--- src/hw/mecobo_pin_pkg.sv ---
`default_nettype none

package mecobo_pin_pkg;

  // number of driven pins on the header
  localparam int NUM_PINS = 16;

  // pin waveform codes
  // off drives low, high drives high, pwm runs the phase counter
  typedef enum logic [1:0] {
    WAVE_OFF  = 2'd0,
    WAVE_HIGH = 2'd1,
    WAVE_PWM  = 2'd2
  } wave_t;

  // one bit per pin, bit i is pin i
  typedef logic [NUM_PINS-1:0] pin_vec_t;

endpackage

`default_nettype wire

--- src/hw/mecobo_cmd_pkg.sv ---
`default_nettype none

package mecobo_cmd_pkg;

  // top two bits of every command word
  typedef enum logic [1:0] {
    KIND_PIN          = 2'd0,
    KIND_SET_INTERVAL = 2'd1,
    KIND_CLEAR_TIME   = 2'd2
  } cmd_kind_t;

  // pin command, released when start_time is reached
  typedef struct packed {
    cmd_kind_t                kind;
    logic [3:0]               index;
    mecobo_pin_pkg::wave_t    wave;
    logic [11:0]              period;
    logic [11:0]              high_time;
    logic [31:0]              start_time;
  } pin_cmd_t;

  // control command, acted on as soon as it is at the head
  typedef struct packed {
    cmd_kind_t   kind;
    logic [29:0] pad;
    logic [31:0] value;
  } ctrl_cmd_t;

  // same 64 bits, two views, kind lines up in both
  typedef union packed {
    pin_cmd_t  pin;
    ctrl_cmd_t ctrl;
  } cmd_word_t;

  // host bus address map
  localparam logic [7:0] CMD_WORD0   = 8'h00;
  localparam logic [7:0] CMD_WORD1   = 8'h01;
  localparam logic [7:0] CMD_WORD2   = 8'h02;
  // write here commits the whole command
  localparam logic [7:0] CMD_WORD3   = 8'h03;
  localparam logic [7:0] STATUS_ADDR = 8'h10;
  localparam logic [7:0] SAMPLE_BASE = 8'h20;

  // status word layout
  localparam int STATUS_OVF_BIT  = 8;
  localparam int STATUS_WPTR_LSB = 12;

endpackage

`default_nettype wire

--- src/hw/mecobo_ifs.sv ---
`default_nettype none

// credit push channel, host port to command FIFO
interface cmd_push_if (
  input logic sys_clk
);

  logic                      push;
  mecobo_cmd_pkg::cmd_word_t data;
  // one pulse per freed FIFO slot
  logic                      credit_return;

  modport sender (
    input  sys_clk,
    output push,
    output data,
    input  credit_return
  );

  modport receiver (
    input  sys_clk,
    input  push,
    input  data,
    output credit_return
  );

endinterface

// command broadcast from the scheduler, no back-pressure
interface cmd_bcast_if;

  logic                      valid;
  mecobo_cmd_pkg::cmd_word_t data;
  // scheduler global time in the broadcast cycle
  logic [31:0]               cur_time;

  modport source (
    output valid,
    output data,
    output cur_time
  );

  modport listener (
    input valid,
    input data,
    input cur_time
  );

endinterface

`default_nettype wire

--- src/hw/cmd_fifo.sv ---
`default_nettype none

module cmd_fifo #(
  parameter int FIFO_DEPTH = 8
) (
  input  logic                      sys_clk,
  input  logic                      global_clock_reset,
  cmd_push_if.receiver              rx,
  output logic                      empty,
  output mecobo_cmd_pkg::cmd_word_t head,
  input  logic                      pop
);

  localparam int PW = (FIFO_DEPTH > 1) ? $clog2(FIFO_DEPTH) : 1;

  mecobo_cmd_pkg::cmd_word_t mem [FIFO_DEPTH];
  logic [PW-1:0] wr_ptr;
  logic [PW-1:0] rd_ptr;
  logic [PW:0]   count;
  logic          full;

  assign empty = (count == '0);
  assign full  = (count == (PW+1)'(FIFO_DEPTH));
  // head is read straight out of the array
  assign head  = mem[rd_ptr];

  always_ff @(posedge sys_clk) begin
    if (rx.push) mem[wr_ptr] <= rx.data;
  end

  always_ff @(posedge sys_clk) begin
    if (global_clock_reset) begin
      wr_ptr           <= '0;
      rd_ptr           <= '0;
      count            <= '0;
      rx.credit_return <= 1'b0;
    end else begin
      // pointers wrap at depth, not at a power of two
      if (rx.push) wr_ptr <= (wr_ptr == PW'(FIFO_DEPTH - 1)) ? '0 : wr_ptr + 1'b1;
      if (pop) rd_ptr <= (rd_ptr == PW'(FIFO_DEPTH - 1)) ? '0 : rd_ptr + 1'b1;
      case ({rx.push, pop})
        2'b10:   count <= count + 1'b1;
        2'b01:   count <= count - 1'b1;
        default: count <= count;
      endcase
      // freed slot goes back to the host one cycle after the pop
      rx.credit_return <= pop;
    end
  end

  // host credit loop keeps the FIFO from overfilling
  a_no_push_full: assert property (@(posedge rx.sys_clk) disable iff (global_clock_reset)
    rx.push |-> !full);
  // scheduler only pops a present head
  a_no_pop_empty: assert property (@(posedge sys_clk) disable iff (global_clock_reset)
    pop |-> !empty);

endmodule

`default_nettype wire

--- src/hw/cmd_scheduler.sv ---
`default_nettype none

module cmd_scheduler (
  input  logic                      sys_clk,
  input  logic                      global_clock_reset,
  input  logic                      empty,
  input  mecobo_cmd_pkg::cmd_word_t head,
  output logic                      pop,
  cmd_bcast_if.source               bcast
);

  logic [31:0] global_time;
  logic        is_ctrl;
  logic        due;
  logic        clear_now;

  // control kinds go out without waiting
  assign is_ctrl = (head.ctrl.kind != mecobo_cmd_pkg::KIND_PIN);

  // compare against next cycle's time so the broadcast lands when time equals start
  assign due = ({1'b0, head.pin.start_time} <= {1'b0, global_time} + 33'd1);

  // only the head is looked at, later entries wait behind it
  assign pop = !empty && (is_ctrl || due);

  assign clear_now = pop && (head.ctrl.kind == mecobo_cmd_pkg::KIND_CLEAR_TIME);

  // global time, zeroed by a clear-time command
  always_ff @(posedge sys_clk) begin
    if (global_clock_reset) begin
      global_time <= 32'd0;
    end else if (clear_now) begin
      global_time <= 32'd0;
    end else begin
      global_time <= global_time + 32'd1;
    end
  end

  // broadcast valid flag
  always_ff @(posedge sys_clk) begin
    if (global_clock_reset) begin
      bcast.valid <= 1'b0;
    end else begin
      bcast.valid <= pop;
    end
  end

  // broadcast payload, captured with the pop
  always_ff @(posedge sys_clk) begin
    if (pop) bcast.data <= head;
  end

  assign bcast.cur_time = global_time;

endmodule

`default_nettype wire

--- src/hw/host_bus_port.sv ---
`default_nettype none

module host_bus_port #(
  parameter int FIFO_DEPTH   = 8,
  parameter int SAMPLE_DEPTH = 16
) (
  input  logic                     sys_clk,
  input  logic                     global_clock_reset,
  input  logic [7:0]               bus_addr,
  input  logic [15:0]              bus_wdata,
  input  logic                     bus_wr,
  input  logic                     bus_rd,
  output logic [15:0]              bus_rdata,
  output logic                     ready,
  cmd_push_if.sender               tx,
  input  mecobo_pin_pkg::pin_vec_t sample_rdata,
  output logic [$clog2(SAMPLE_DEPTH)-1:0] sample_raddr,
  input  logic [$clog2(SAMPLE_DEPTH)-1:0] sample_wptr
);

  localparam int AW = $clog2(SAMPLE_DEPTH);

  logic [15:0] word_q [3];
  logic [7:0]  credits;
  logic        overflow;
  logic        commit;
  logic        in_sample;
  logic [15:0] status;

  // write to word 3 tries to commit
  assign commit = bus_wr && (bus_addr == mecobo_cmd_pkg::CMD_WORD3);

  // push goes out on the same edge as the word 3 write
  assign tx.push = commit && (credits != 8'd0);
  assign tx.data = {bus_wdata, word_q[2], word_q[1], word_q[0]};
  assign ready   = (credits != 8'd0);

  // lower three words held until commit
  always_ff @(posedge sys_clk) begin
    if (bus_wr && bus_addr == mecobo_cmd_pkg::CMD_WORD0) word_q[0] <= bus_wdata;
    if (bus_wr && bus_addr == mecobo_cmd_pkg::CMD_WORD1) word_q[1] <= bus_wdata;
    if (bus_wr && bus_addr == mecobo_cmd_pkg::CMD_WORD2) word_q[2] <= bus_wdata;
  end

  // credit counter and sticky overflow
  always_ff @(posedge sys_clk) begin
    if (global_clock_reset) begin
      credits  <= 8'(FIFO_DEPTH);
      overflow <= 1'b0;
    end else begin
      case ({tx.push, tx.credit_return})
        2'b10:   credits <= credits - 8'd1;
        2'b01:   credits <= credits + 8'd1;
        default: credits <= credits;
      endcase
      // commit with nothing left to spend
      if (commit && credits == 8'd0) overflow <= 1'b1;
    end
  end

  // sample window decode
  assign in_sample    = (bus_addr >= mecobo_cmd_pkg::SAMPLE_BASE) &&
                        (bus_addr < mecobo_cmd_pkg::SAMPLE_BASE + 8'(SAMPLE_DEPTH));
  assign sample_raddr = AW'(bus_addr - mecobo_cmd_pkg::SAMPLE_BASE);

  always_comb begin
    status = '0;
    status[7:0] = credits;
    status[mecobo_cmd_pkg::STATUS_OVF_BIT] = overflow;
    status[mecobo_cmd_pkg::STATUS_WPTR_LSB +: 4] = 4'(sample_wptr);
  end

  // read data one cycle after bus_rd, unmapped reads give 0
  always_ff @(posedge sys_clk) begin
    if (bus_rd) begin
      if (bus_addr == mecobo_cmd_pkg::STATUS_ADDR) bus_rdata <= status;
      else if (in_sample) bus_rdata <= sample_rdata;
      else bus_rdata <= 16'h0000;
    end
  end

  // credits only come back for slots that were pushed
  a_credit_bound: assert property (@(posedge tx.sys_clk) disable iff (global_clock_reset)
    (tx.credit_return |-> credits != 8'(FIFO_DEPTH)) and (credits <= 8'(FIFO_DEPTH)));

endmodule

`default_nettype wire

--- src/hw/mecobo_core.sv ---
`default_nettype none

module mecobo_core #(
  parameter int FIFO_DEPTH   = 8,
  parameter int SAMPLE_DEPTH = 16
) (
  input  logic                     sys_clk,
  input  logic                     global_clock_reset,
  input  logic [7:0]               bus_addr,
  input  logic [15:0]              bus_wdata,
  input  logic                     bus_wr,
  input  logic                     bus_rd,
  output logic [15:0]              bus_rdata,
  output logic                     ready,
  output mecobo_pin_pkg::pin_vec_t pins
);

  localparam int AW = $clog2(SAMPLE_DEPTH);

  mecobo_cmd_pkg::cmd_word_t head;
  mecobo_pin_pkg::pin_vec_t  sample_rdata;
  logic [AW-1:0] sample_raddr;
  logic [AW-1:0] sample_wptr;
  logic          empty;
  logic          pop;

  cmd_push_if  push_if (.sys_clk(sys_clk));
  cmd_bcast_if bcast_if ();

  // host side, credit master
  host_bus_port #(
    .FIFO_DEPTH  (FIFO_DEPTH),
    .SAMPLE_DEPTH(SAMPLE_DEPTH)
  ) host0 (
    .sys_clk           (sys_clk),
    .global_clock_reset(global_clock_reset),
    .bus_addr          (bus_addr),
    .bus_wdata         (bus_wdata),
    .bus_wr            (bus_wr),
    .bus_rd            (bus_rd),
    .bus_rdata         (bus_rdata),
    .ready             (ready),
    .tx                (push_if.sender),
    .sample_rdata      (sample_rdata),
    .sample_raddr      (sample_raddr),
    .sample_wptr       (sample_wptr)
  );

  cmd_fifo #(
    .FIFO_DEPTH(FIFO_DEPTH)
  ) fifo0 (
    .sys_clk           (sys_clk),
    .global_clock_reset(global_clock_reset),
    .rx                (push_if.receiver),
    .empty             (empty),
    .head              (head),
    .pop               (pop)
  );

  cmd_scheduler sched0 (
    .sys_clk           (sys_clk),
    .global_clock_reset(global_clock_reset),
    .empty             (empty),
    .head              (head),
    .pop               (pop),
    .bcast             (bcast_if.source)
  );

  // one controller per pin, each matches its own index
  for (genvar i = 0; i < mecobo_pin_pkg::NUM_PINS; i++) begin : g_pin
    pin_control #(
      .POSITION(i)
    ) pc (
      .sys_clk           (sys_clk),
      .global_clock_reset(global_clock_reset),
      .bcast             (bcast_if.listener),
      .pin               (pins[i])
    );
  end

  sample_buffer #(
    .SAMPLE_DEPTH(SAMPLE_DEPTH)
  ) samp0 (
    .sys_clk           (sys_clk),
    .global_clock_reset(global_clock_reset),
    .bcast             (bcast_if.listener),
    .pins              (pins),
    .sample_raddr      (sample_raddr),
    .sample_rdata      (sample_rdata),
    .sample_wptr       (sample_wptr)
  );

endmodule

`default_nettype wire

--- src/hw/pin_control.sv ---
`default_nettype none

module pin_control #(
  parameter int POSITION = 0
) (
  input  logic          sys_clk,
  input  logic          global_clock_reset,
  cmd_bcast_if.listener bcast,
  output logic          pin
);

  mecobo_pin_pkg::wave_t wave;
  logic [11:0] period;
  logic [11:0] high_time;
  logic [11:0] phase;
  logic        accept;

  // pin command addressed to this position
  assign accept = bcast.valid &&
                  (bcast.data.pin.kind == mecobo_cmd_pkg::KIND_PIN) &&
                  (bcast.data.pin.index == 4'(POSITION));

  always_ff @(posedge sys_clk) begin
    if (global_clock_reset) begin
      wave      <= mecobo_pin_pkg::WAVE_OFF;
      period    <= 12'd0;
      high_time <= 12'd0;
      phase     <= 12'd0;
    end else if (accept) begin
      wave      <= bcast.data.pin.wave;
      period    <= bcast.data.pin.period;
      high_time <= bcast.data.pin.high_time;
      // new command starts a fresh period
      phase     <= 12'd0;
    end else if (wave == mecobo_pin_pkg::WAVE_PWM) begin
      // wraps at period minus 1
      // zero period holds phase at 0
      if (period == 12'd0 || phase >= period - 12'd1) phase <= 12'd0;
      else phase <= phase + 12'd1;
    end
  end

  // output follows the stored state, one cycle after the broadcast
  always_comb begin
    case (wave)
      mecobo_pin_pkg::WAVE_HIGH: pin = 1'b1;
      // high for the first high_time cycles of each period
      mecobo_pin_pkg::WAVE_PWM:  pin = (phase < high_time);
      default:                   pin = 1'b0;
    endcase
  end

  // host must not send a duty above the period
  a_duty_in_range: assert property (@(posedge sys_clk) disable iff (global_clock_reset)
    (wave == mecobo_pin_pkg::WAVE_PWM) |-> (high_time <= period));

  // scheduler never releases a pin command before its start time
  a_released_when_due: assert property (@(posedge sys_clk) disable iff (global_clock_reset)
    accept |-> (bcast.cur_time >= bcast.data.pin.start_time));

endmodule

`default_nettype wire

--- src/hw/sample_buffer.sv ---
`default_nettype none

module sample_buffer #(
  parameter int SAMPLE_DEPTH = 16
) (
  input  logic                     sys_clk,
  input  logic                     global_clock_reset,
  cmd_bcast_if.listener            bcast,
  input  mecobo_pin_pkg::pin_vec_t pins,
  input  logic [$clog2(SAMPLE_DEPTH)-1:0] sample_raddr,
  output mecobo_pin_pkg::pin_vec_t sample_rdata,
  output logic [$clog2(SAMPLE_DEPTH)-1:0] sample_wptr
);

  localparam int AW = $clog2(SAMPLE_DEPTH);

  mecobo_pin_pkg::pin_vec_t mem [SAMPLE_DEPTH];
  logic [31:0] interval;
  logic [31:0] tick;
  logic        set_interval;
  logic        take;

  assign set_interval = bcast.valid &&
                        (bcast.data.ctrl.kind == mecobo_cmd_pkg::KIND_SET_INTERVAL);
  // snapshot on the last tick of each interval, stopped while interval is 0
  assign take = !set_interval && (interval != 32'd0) && (tick == interval - 32'd1);

  always_ff @(posedge sys_clk) begin
    if (global_clock_reset) begin
      interval    <= 32'd0;
      tick        <= 32'd0;
      sample_wptr <= '0;
    end else if (set_interval) begin
      interval <= bcast.data.ctrl.value;
      tick     <= 32'd0;
    end else if (take) begin
      tick        <= 32'd0;
      sample_wptr <= (sample_wptr == AW'(SAMPLE_DEPTH - 1)) ? '0 : sample_wptr + 1'b1;
    end else if (interval != 32'd0) begin
      tick <= tick + 32'd1;
    end
  end

  // circular store of pin snapshots
  always_ff @(posedge sys_clk) begin
    if (take) mem[sample_wptr] <= pins;
  end

  // host port registers this
  assign sample_rdata = mem[sample_raddr];

endmodule

`default_nettype wire

--- config.mk ---
export PLATFORM = sky130hd
export DESIGN_NAME = mecobo_core
export DESIGN_NICKNAME = d
export VERILOG_FILES = /design/src/hw/mecobo_pin_pkg.sv /design/src/hw/mecobo_cmd_pkg.sv /design/src/hw/mecobo_ifs.sv /design/src/hw/cmd_fifo.sv /design/src/hw/cmd_scheduler.sv /design/src/hw/host_bus_port.sv /design/src/hw/mecobo_core.sv /design/src/hw/pin_control.sv /design/src/hw/sample_buffer.sv
export SDC_FILE = /design/constraint.sdc
export NUM_CORES = 2
export LEC_CHECK = 0
export BUFFER_PORTS_ARGS = -buffer_cell sky130_fd_sc_hd__clkbuf_2
export CAP_MARGIN = 20
export CORE_MARGIN = 8
export CORE_UTILIZATION = 40
export CTS_CLUSTER_SIZE = 28
export DETAILED_ROUTE_END_ITERATION = 10
export SKIP_LAST_GASP = 1
export SYNTH_ARGS = -nofsm -noshare
export SYNTH_HDL_FRONTEND = slang
export SYNTH_SLANG_ARGS = --single-unit
--- constraint.sdc ---
create_clock -name sys_clk -period 12.78 [get_ports sys_clk]
set_input_delay 1.278 -clock sys_clk [delete_from_list [all_inputs] [get_ports sys_clk]]
set_output_delay 1.278 -clock sys_clk [all_outputs]
set_load 0.03 [all_outputs]
* Yosys cells after proc, flatten, opt, wreduce, memory -nomap -nowiden
Memories as Yosys holds them, arrays and structs flattened. A register that Yosys moved wholly into a read port is not among the register bits.
Index checks and enable logic that the tools add are counted.
W data, S select, Z words.
** Storage, ports and cells
- Memories kept :: 3
- Memory bits (read-only) :: 0
- Bits in writable memories :: 816
- Input bits :: 28
- Output and inout port bits :: 33
- Word-level logic and storage cells :: 375
- Bits in latches :: 0
- Register bits after elaboration :: 808
** Cells by class
- Bitwise gates (word level) :: 2
- Muxes and demuxes :: 57
- $add $sub $neg :: 44
- Shift operators :: 0
- Multiply operators :: 0
- Eq/ne operators :: 61
- Reduce and logical (&&, ||, !) cells :: 96
- Div/mod/pow operators :: 0
- $lt $le $gt $ge :: 35
** Memories
- fifo0.mem :: words 8, width 64, read ports 1, clocked after Yosys merged registers in 1, wr ports 1, line cmd_fifo.sv:16 : mecobo_cmd_pkg::cmd_word_t mem [FIFO_DEPTH];
- samp0.mem :: words 16, width 16, read ports 1, clocked after Yosys merged registers in 0, wr ports 1, line sample_buffer.sv:17 : mecobo_pin_pkg::pin_vec_t mem [SAMPLE_DEPTH];
- host0.word_q :: words 3, width 16, read ports 3, clocked after Yosys merged registers in 0, wr ports 1, line host_bus_port.sv:23 : logic [15:0] word_q [3];
** Operators by type and width (count)
- $add A12 B1 Y12 const B :: 16
- $ge A12 B12 Y1 :: 16
- $logic_not A12 Y1 :: 16
- $lt A12 B12 Y1 :: 16
- $mux W12 :: 16
- $sub A12 B1 Y12 const B :: 16
- $add A32 B1 Y32 const B :: 2
- $mux W16 :: 4
- $eq A2 B1 Y1 const B :: 19
- $eq A2 B2 Y1 const B :: 19
- $eq A4 B4 Y1 const B :: 9
- $reduce_or A2 Y1 :: 18
- $add A32 B1 Y33 const B :: 1
- $le A32 B33 Y1 :: 1
- $eq A32 B32 Y1 :: 1
- $pmux W1 S2 :: 16
- $reduce_bool A32 Y1 :: 1
- $reduce_or A16 Y1 :: 2
- $sub A32 B1 Y32 const B :: 1
- $logic_and A1 B1 Y1 :: 29
- $logic_or A1 B1 Y1 :: 17
- $eq A4 B3 Y1 const B :: 4
- $eq A8 B2 Y1 const B :: 2
- $logic_not A8 Y1 :: 2
- 26 further kinds :: 51

* Longest topological paths before layout
- Depth in word-level cells :: 7
- Mapped depth :: 25
- Depth with buffers taken out :: 23

* Modules after synthesis
A second synthesis with hierarchy kept.
** Unflattened totals
- Cell total of the unflattened synthesis :: 6593
- Area total of the unflattened synthesis :: 77167.8 um^2
** By module, submodules not included
- cmd_fifo :: sequential area each 15655.0 um^2, area each 19879.1 um^2, times used 1, cells each 816
- sample_buffer :: sequential area each 9048.7 um^2, area each 13850.8 um^2, times used 1, cells each 910
- pin_control (g_pin[10].pc ...) :: sequential area each 760.7 um^2, area each 2273.4 um^2, times used 4, cells each 278
- pin_control (g_pin[11].pc ...) :: sequential area each 760.7 um^2, area each 2296.0 um^2, times used 2, cells each 248
- pin_control (g_pin[1].pc ...) :: sequential area each 760.7 um^2, area each 2290.9 um^2, times used 2, cells each 264
- pin_control (g_pin[13].pc ...) :: sequential area each 760.7 um^2, area each 2283.4 um^2, times used 2, cells each 264
- pin_control (g_pin[4].pc ...) :: sequential area each 760.7 um^2, area each 2272.2 um^2, times used 2, cells each 278
- cmd_scheduler :: sequential area each 2582.5 um^2, area each 4052.6 um^2, times used 1, cells each 315
- host_bus_port :: sequential area each 2102.0 um^2, area each 2945.3 um^2, times used 1, cells each 189
- pin_control (g_pin[0].pc) :: sequential area each 760.7 um^2, area each 2269.7 um^2, times used 1, cells each 278
- pin_control (g_pin[12].pc) :: sequential area each 760.7 um^2, area each 2268.4 um^2, times used 1, cells each 279
- pin_control (g_pin[15].pc) :: sequential area each 760.7 um^2, area each 2263.4 um^2, times used 1, cells each 292
- pin_control (g_pin[3].pc) :: sequential area each 760.7 um^2, area each 2259.7 um^2, times used 1, cells each 294

* Worst setup path after synthesis
OpenSTA, ideal clock, no wires.
- Kind :: input port to flip-flop
- Start :: input bus_addr[3]
- End :: memory fifo0.mem[2][0] (netlist bit), enable pin
- Setup time :: 0.666 ns
- Stages on the path :: 6
- Arrival time :: 9.637 ns
- Path slack :: 2.477 ns
- Required time :: 12.114 ns
- Path buffers :: 2
- Cell sequence :: clkbuf_1 > or4_1 > nor4b_1 > nand4_1 > clkbuf_1 > nor4b_1
** On the way
- Word-level cells in the longest chain between the ends :: 5
** RTL lines
- start, declared :: line mecobo_core.sv:9 : input logic [7:0] bus_addr,
- $eq A8 B2 Y1 :: line host_bus_port.sv:31 : assign commit = bus_wr && (bus_addr == mecobo_cmd_pkg::CMD_WORD3);
- $logic_and A1 B1 Y1 :: line host_bus_port.sv:31
- $logic_and A1 B1 Y1 :: line host_bus_port.sv:34 : assign tx.push = commit && (credits != 8'd0);
- $mux W1 :: line cmd_fifo.sv:28 : if (rx.push) mem[wr_ptr] <= rx.data;
- $mux W1 (not written as such) :: line cmd_fifo.sv:28
- end, declared :: line cmd_fifo.sv:16
Every way passes these cells.

==> impl_metrics.env <==
export IMPL_status="completed"
export IMPL_period_needed_ns=6.13
export IMPL_path_clk_slew_ns=0.06
export IMPL_htreeDepth=4
export IMPL_yosys_area_share_simple_pct=13.4
export IMPL_drtIter0Drc=3773
export IMPL_clock_sinks=1627
export IMPL_yosysTopAreaCellShare_pct=35.5
export IMPL_dp_worst_setup_slack_ns=6.39
export IMPL_path_common_cell="ha_1"
export IMPL_power_density_nw_per_um2=135
export IMPL_port_buffer_count=60
export IMPL_drt_total_wl_um=189000
export IMPL_yosysTopAreaCell="edfxtp_1"
export IMPL_leakagePower_nw=30.8
export IMPL_globalplace_congestion=0.835
export IMPL_muxShareOfSynthArea_pct=7.28
export IMPL_slew_headroom_pct=26.6
export IMPL_crit_slowest_cell="dfxtp_4"
export IMPL_synth_area_um2=75700
export IMPL_postRouteAntennaNets=0
export IMPL_grt_max_degree=162
export IMPL_synth_edf_count=896
export IMPL_final_cell_mix="nand2_1 (1188), edfxtp_1 (896), dfxtp_1 (728)"
export IMPL_crit_path_max_incr_delay_ns=0.91
export IMPL_clockRootBuffer="clkbuf_16"
export IMPL_nets=7306
export IMPL_syn_num_nets=7297
export IMPL_die_area_um2=203000
export IMPL_worstMarginPinSlew_ns=1.10
export IMPL_hpwl_um=116000
export IMPL_crit_type="reg2reg"
export IMPL_via_count=50400
export IMPL_drv_slew=0
export IMPL_wl_met2_um=90200
export IMPL_yosys_area_share_xor_xnor_pct=4.79
export IMPL_synth_cell_type_count=66
export IMPL_synth_top_family_by_area="simple AND/OR/NAND/NOR gates"
export IMPL_die_x_um=451
export IMPL_whs_ns=0.454
export IMPL_postCtsResizedCells=0
export IMPL_drcViolationCount=0
export IMPL_rows=159
export IMPL_worstPathMaxFanout=39
export IMPL_drt_met1_wl_um=85500
export IMPL_antenna_found_initial=3
export IMPL_cts_tree="yes"
export IMPL_required_ns=13.54
export IMPL_clock_path_buffers=3
export IMPL_peakVddDrop_mv=0.148
export IMPL_drive_gt1_share_pct=11.7
export IMPL_setup_viol=0
export IMPL_hold_viol_final=0
export IMPL_grt_overflow=0
export IMPL_synth_area_leaders="edfxtp_1 (36%), dfxtp_1 (19%), ha_1 (8.0%)"
export IMPL_fmax_ghz=0.163
export IMPL_grt_pass1_wl_um=294000
export IMPL_ys_seq_elements=1627
export IMPL_clock_latency_ns=0.84
export IMPL_track_usage_pct=18.3
export IMPL_synthFlopType="edfxtp_1"
export IMPL_initial_utilization_pct=40.3
export IMPL_cts_hold_buf=0
export IMPL_endpoint_kind="flip-flop"
export IMPL_yosys_warnings=0
export IMPL_wl_per_cell_um=20.1
export IMPL_cts_buffers=176
export IMPL_core_um2=188000
export IMPL_rsz0062_at_grt="no"
export IMPL_fin_crit_sh_pct=48.0
export IMPL_route_met3_wl_um=9550
export IMPL_yosysSeqAreaShare_pct=54.9
export IMPL_die_y_um=451
export IMPL_cts_setup_buffers=0
export IMPL_async_reset_ff_share_pct=0
export IMPL_arrival_ns=6.90
export IMPL_syn_area_per_cell_um2=11.2
export IMPL_synth_compound_area_share_pct=8.26
export IMPL_crit_path_start_kind="flip-flop"
export IMPL_vias_per_cell=5.34
export IMPL_synthAdderAreaFrac_pct=8.02
export IMPL_finClkSkew_ns=0.0500
export IMPL_syn_inst=6784
export IMPL_ioPinCount=61
export IMPL_drt_pass1_iterations=5
export IMPL_crit_chain="buf_4 > mux4_2 > mux2_2 > ha_1 > nand4_1 > or3_1 > or3_1 > o32ai_1 > nor3_1 > o21ai_1 > inv_2 > ha_1 > xor2_1 > ha_1 > nor4b_1 > o21ai_0 > nand4_1"
export IMPL_worst_slack_ns=6.65
export IMPL_final_common_cell="nand2_1"
export IMPL_finalSetupTns_ns=0
export IMPL_top_layer="met4"
export IMPL_hp_class="reg2reg"
export IMPL_grt_pass1_vias=49400
export IMPL_drv_cap=0
export IMPL_syn2layout_area_growth_pct=12.6
synthesized netlist by cell type, types with 126 or more instances:
cell      count
a21o_1      142
a21oi_1     691
clkbuf_1    319
dfxtp_1     731
edfxtp_1    896
ha_1        484
inv_1       292
mux4_2      208
nand2_1    1188
nor2_1      278
nor3_1      126
o21ai_0     127
xnor2_1     282
xor2_1      132
kinds of logic (layout without fill, tap and decap cells):
kind of cell,Yosys count,in the layout
simple gates,2224,2224
flops,1627,1627
compound gates,1092,1092
buf+inv,659,820
fa+ha+maj,485,485
xor+xnor,414,414
mux,283,283
other cells,0,2
power by group:
group,internal [W],switching (W)
registers,0.00552,0.0000422
logic,0.000190,0.000339
clock network,0.00319,0.00220
total,0.00890,0.00258
cell type report:
class | count | area [um^2]
Multi-Input combinational cell | 4498 | 31800
Inverter | 292 | 1100
Fill cell | 17100 | 103000
Antenna cell | 2 | 5.00
Sequential cell | 1627 | 41600
Clock buffer | 229 | 4850
Timing Repair Buffer | 198 | 1520
Tap cell | 2495 | 3120
Clock inverter | 101 | 1400
sequential cells by signal, indices dropped and copies added, names as in the netlist, named ones only:
signal,cells
g_pin.pc.high_time,192
sched0.bcast.cur_time,32
host0.word_q,48
host0.credits,8
sched0.bcast.data,64
g_pin.pc.period,192
fifo0.rd_ptr,3
samp0.tick,32
g_pin.pc.phase,192
fifo0.mem,512
fifo0.count,4
samp0.interval,32
host0.overflow,1
g_pin.pc.wave,32
fifo0.wr_ptr,3
samp0.mem,256
sched0.bcast.valid,1
host0.bus_rdata,16
samp0.sample_wptr,4
routing by layer:
layer | vias up | global-route usage, %
met3 | 268 | 2.72
met4 | 0 | 4.70
li1 | 24200 | -
met2 | 1093 | 30.7
met5 | - | 0
met1 | 24800 | 24.8
final timing paths:
check	start	end	slack [ns]	cells after the start
min reg2reg	g_pin[4].pc.high_time[10]	g_pin[4].pc.high_time[10]	0.45	2
max reg2reg	flip-flop	fifo0.count[2]	6.65	17
max	flip-flop	fifo0.count[2]	6.65	17
min	g_pin[4].pc.high_time[10]	g_pin[4].pc.high_time[10]	0.45	2
critical path, delay by kind of cell, from the launching register on:
family	cells	cell delay (ns)
multiplexers	2	0.90
buffers and inverters	2	0.83
adder cells (fa/ha/maj)	3	0.85
AND/OR/NAND/NOR	6	1.60
XOR/XNOR	1	0.19
flip-flops	1	0.91
AO/OA/AOI/OAI	3	0.74
per-stage QoR:
| step | power (W) | std cells | util [%] | instance area [um^2] |
|---|---|---|---|---|
| floorplan | 0.00599 | 6784 | - | 75700 |
| global placement | 0.00620 | 9098 | 41.9 | 78800 |
| detailed placement | 0.00621 | 9099 | 41.9 | 78800 |
| CTS | 0.0116 | 9429 | 45.3 | 85100 |
| global route | 0.0118 | 9440 | 45.4 | 85300 |
| finish | 0.0115 | 9442 | 45.4 | 85300 |
Power figures use the tool's default switching activity.
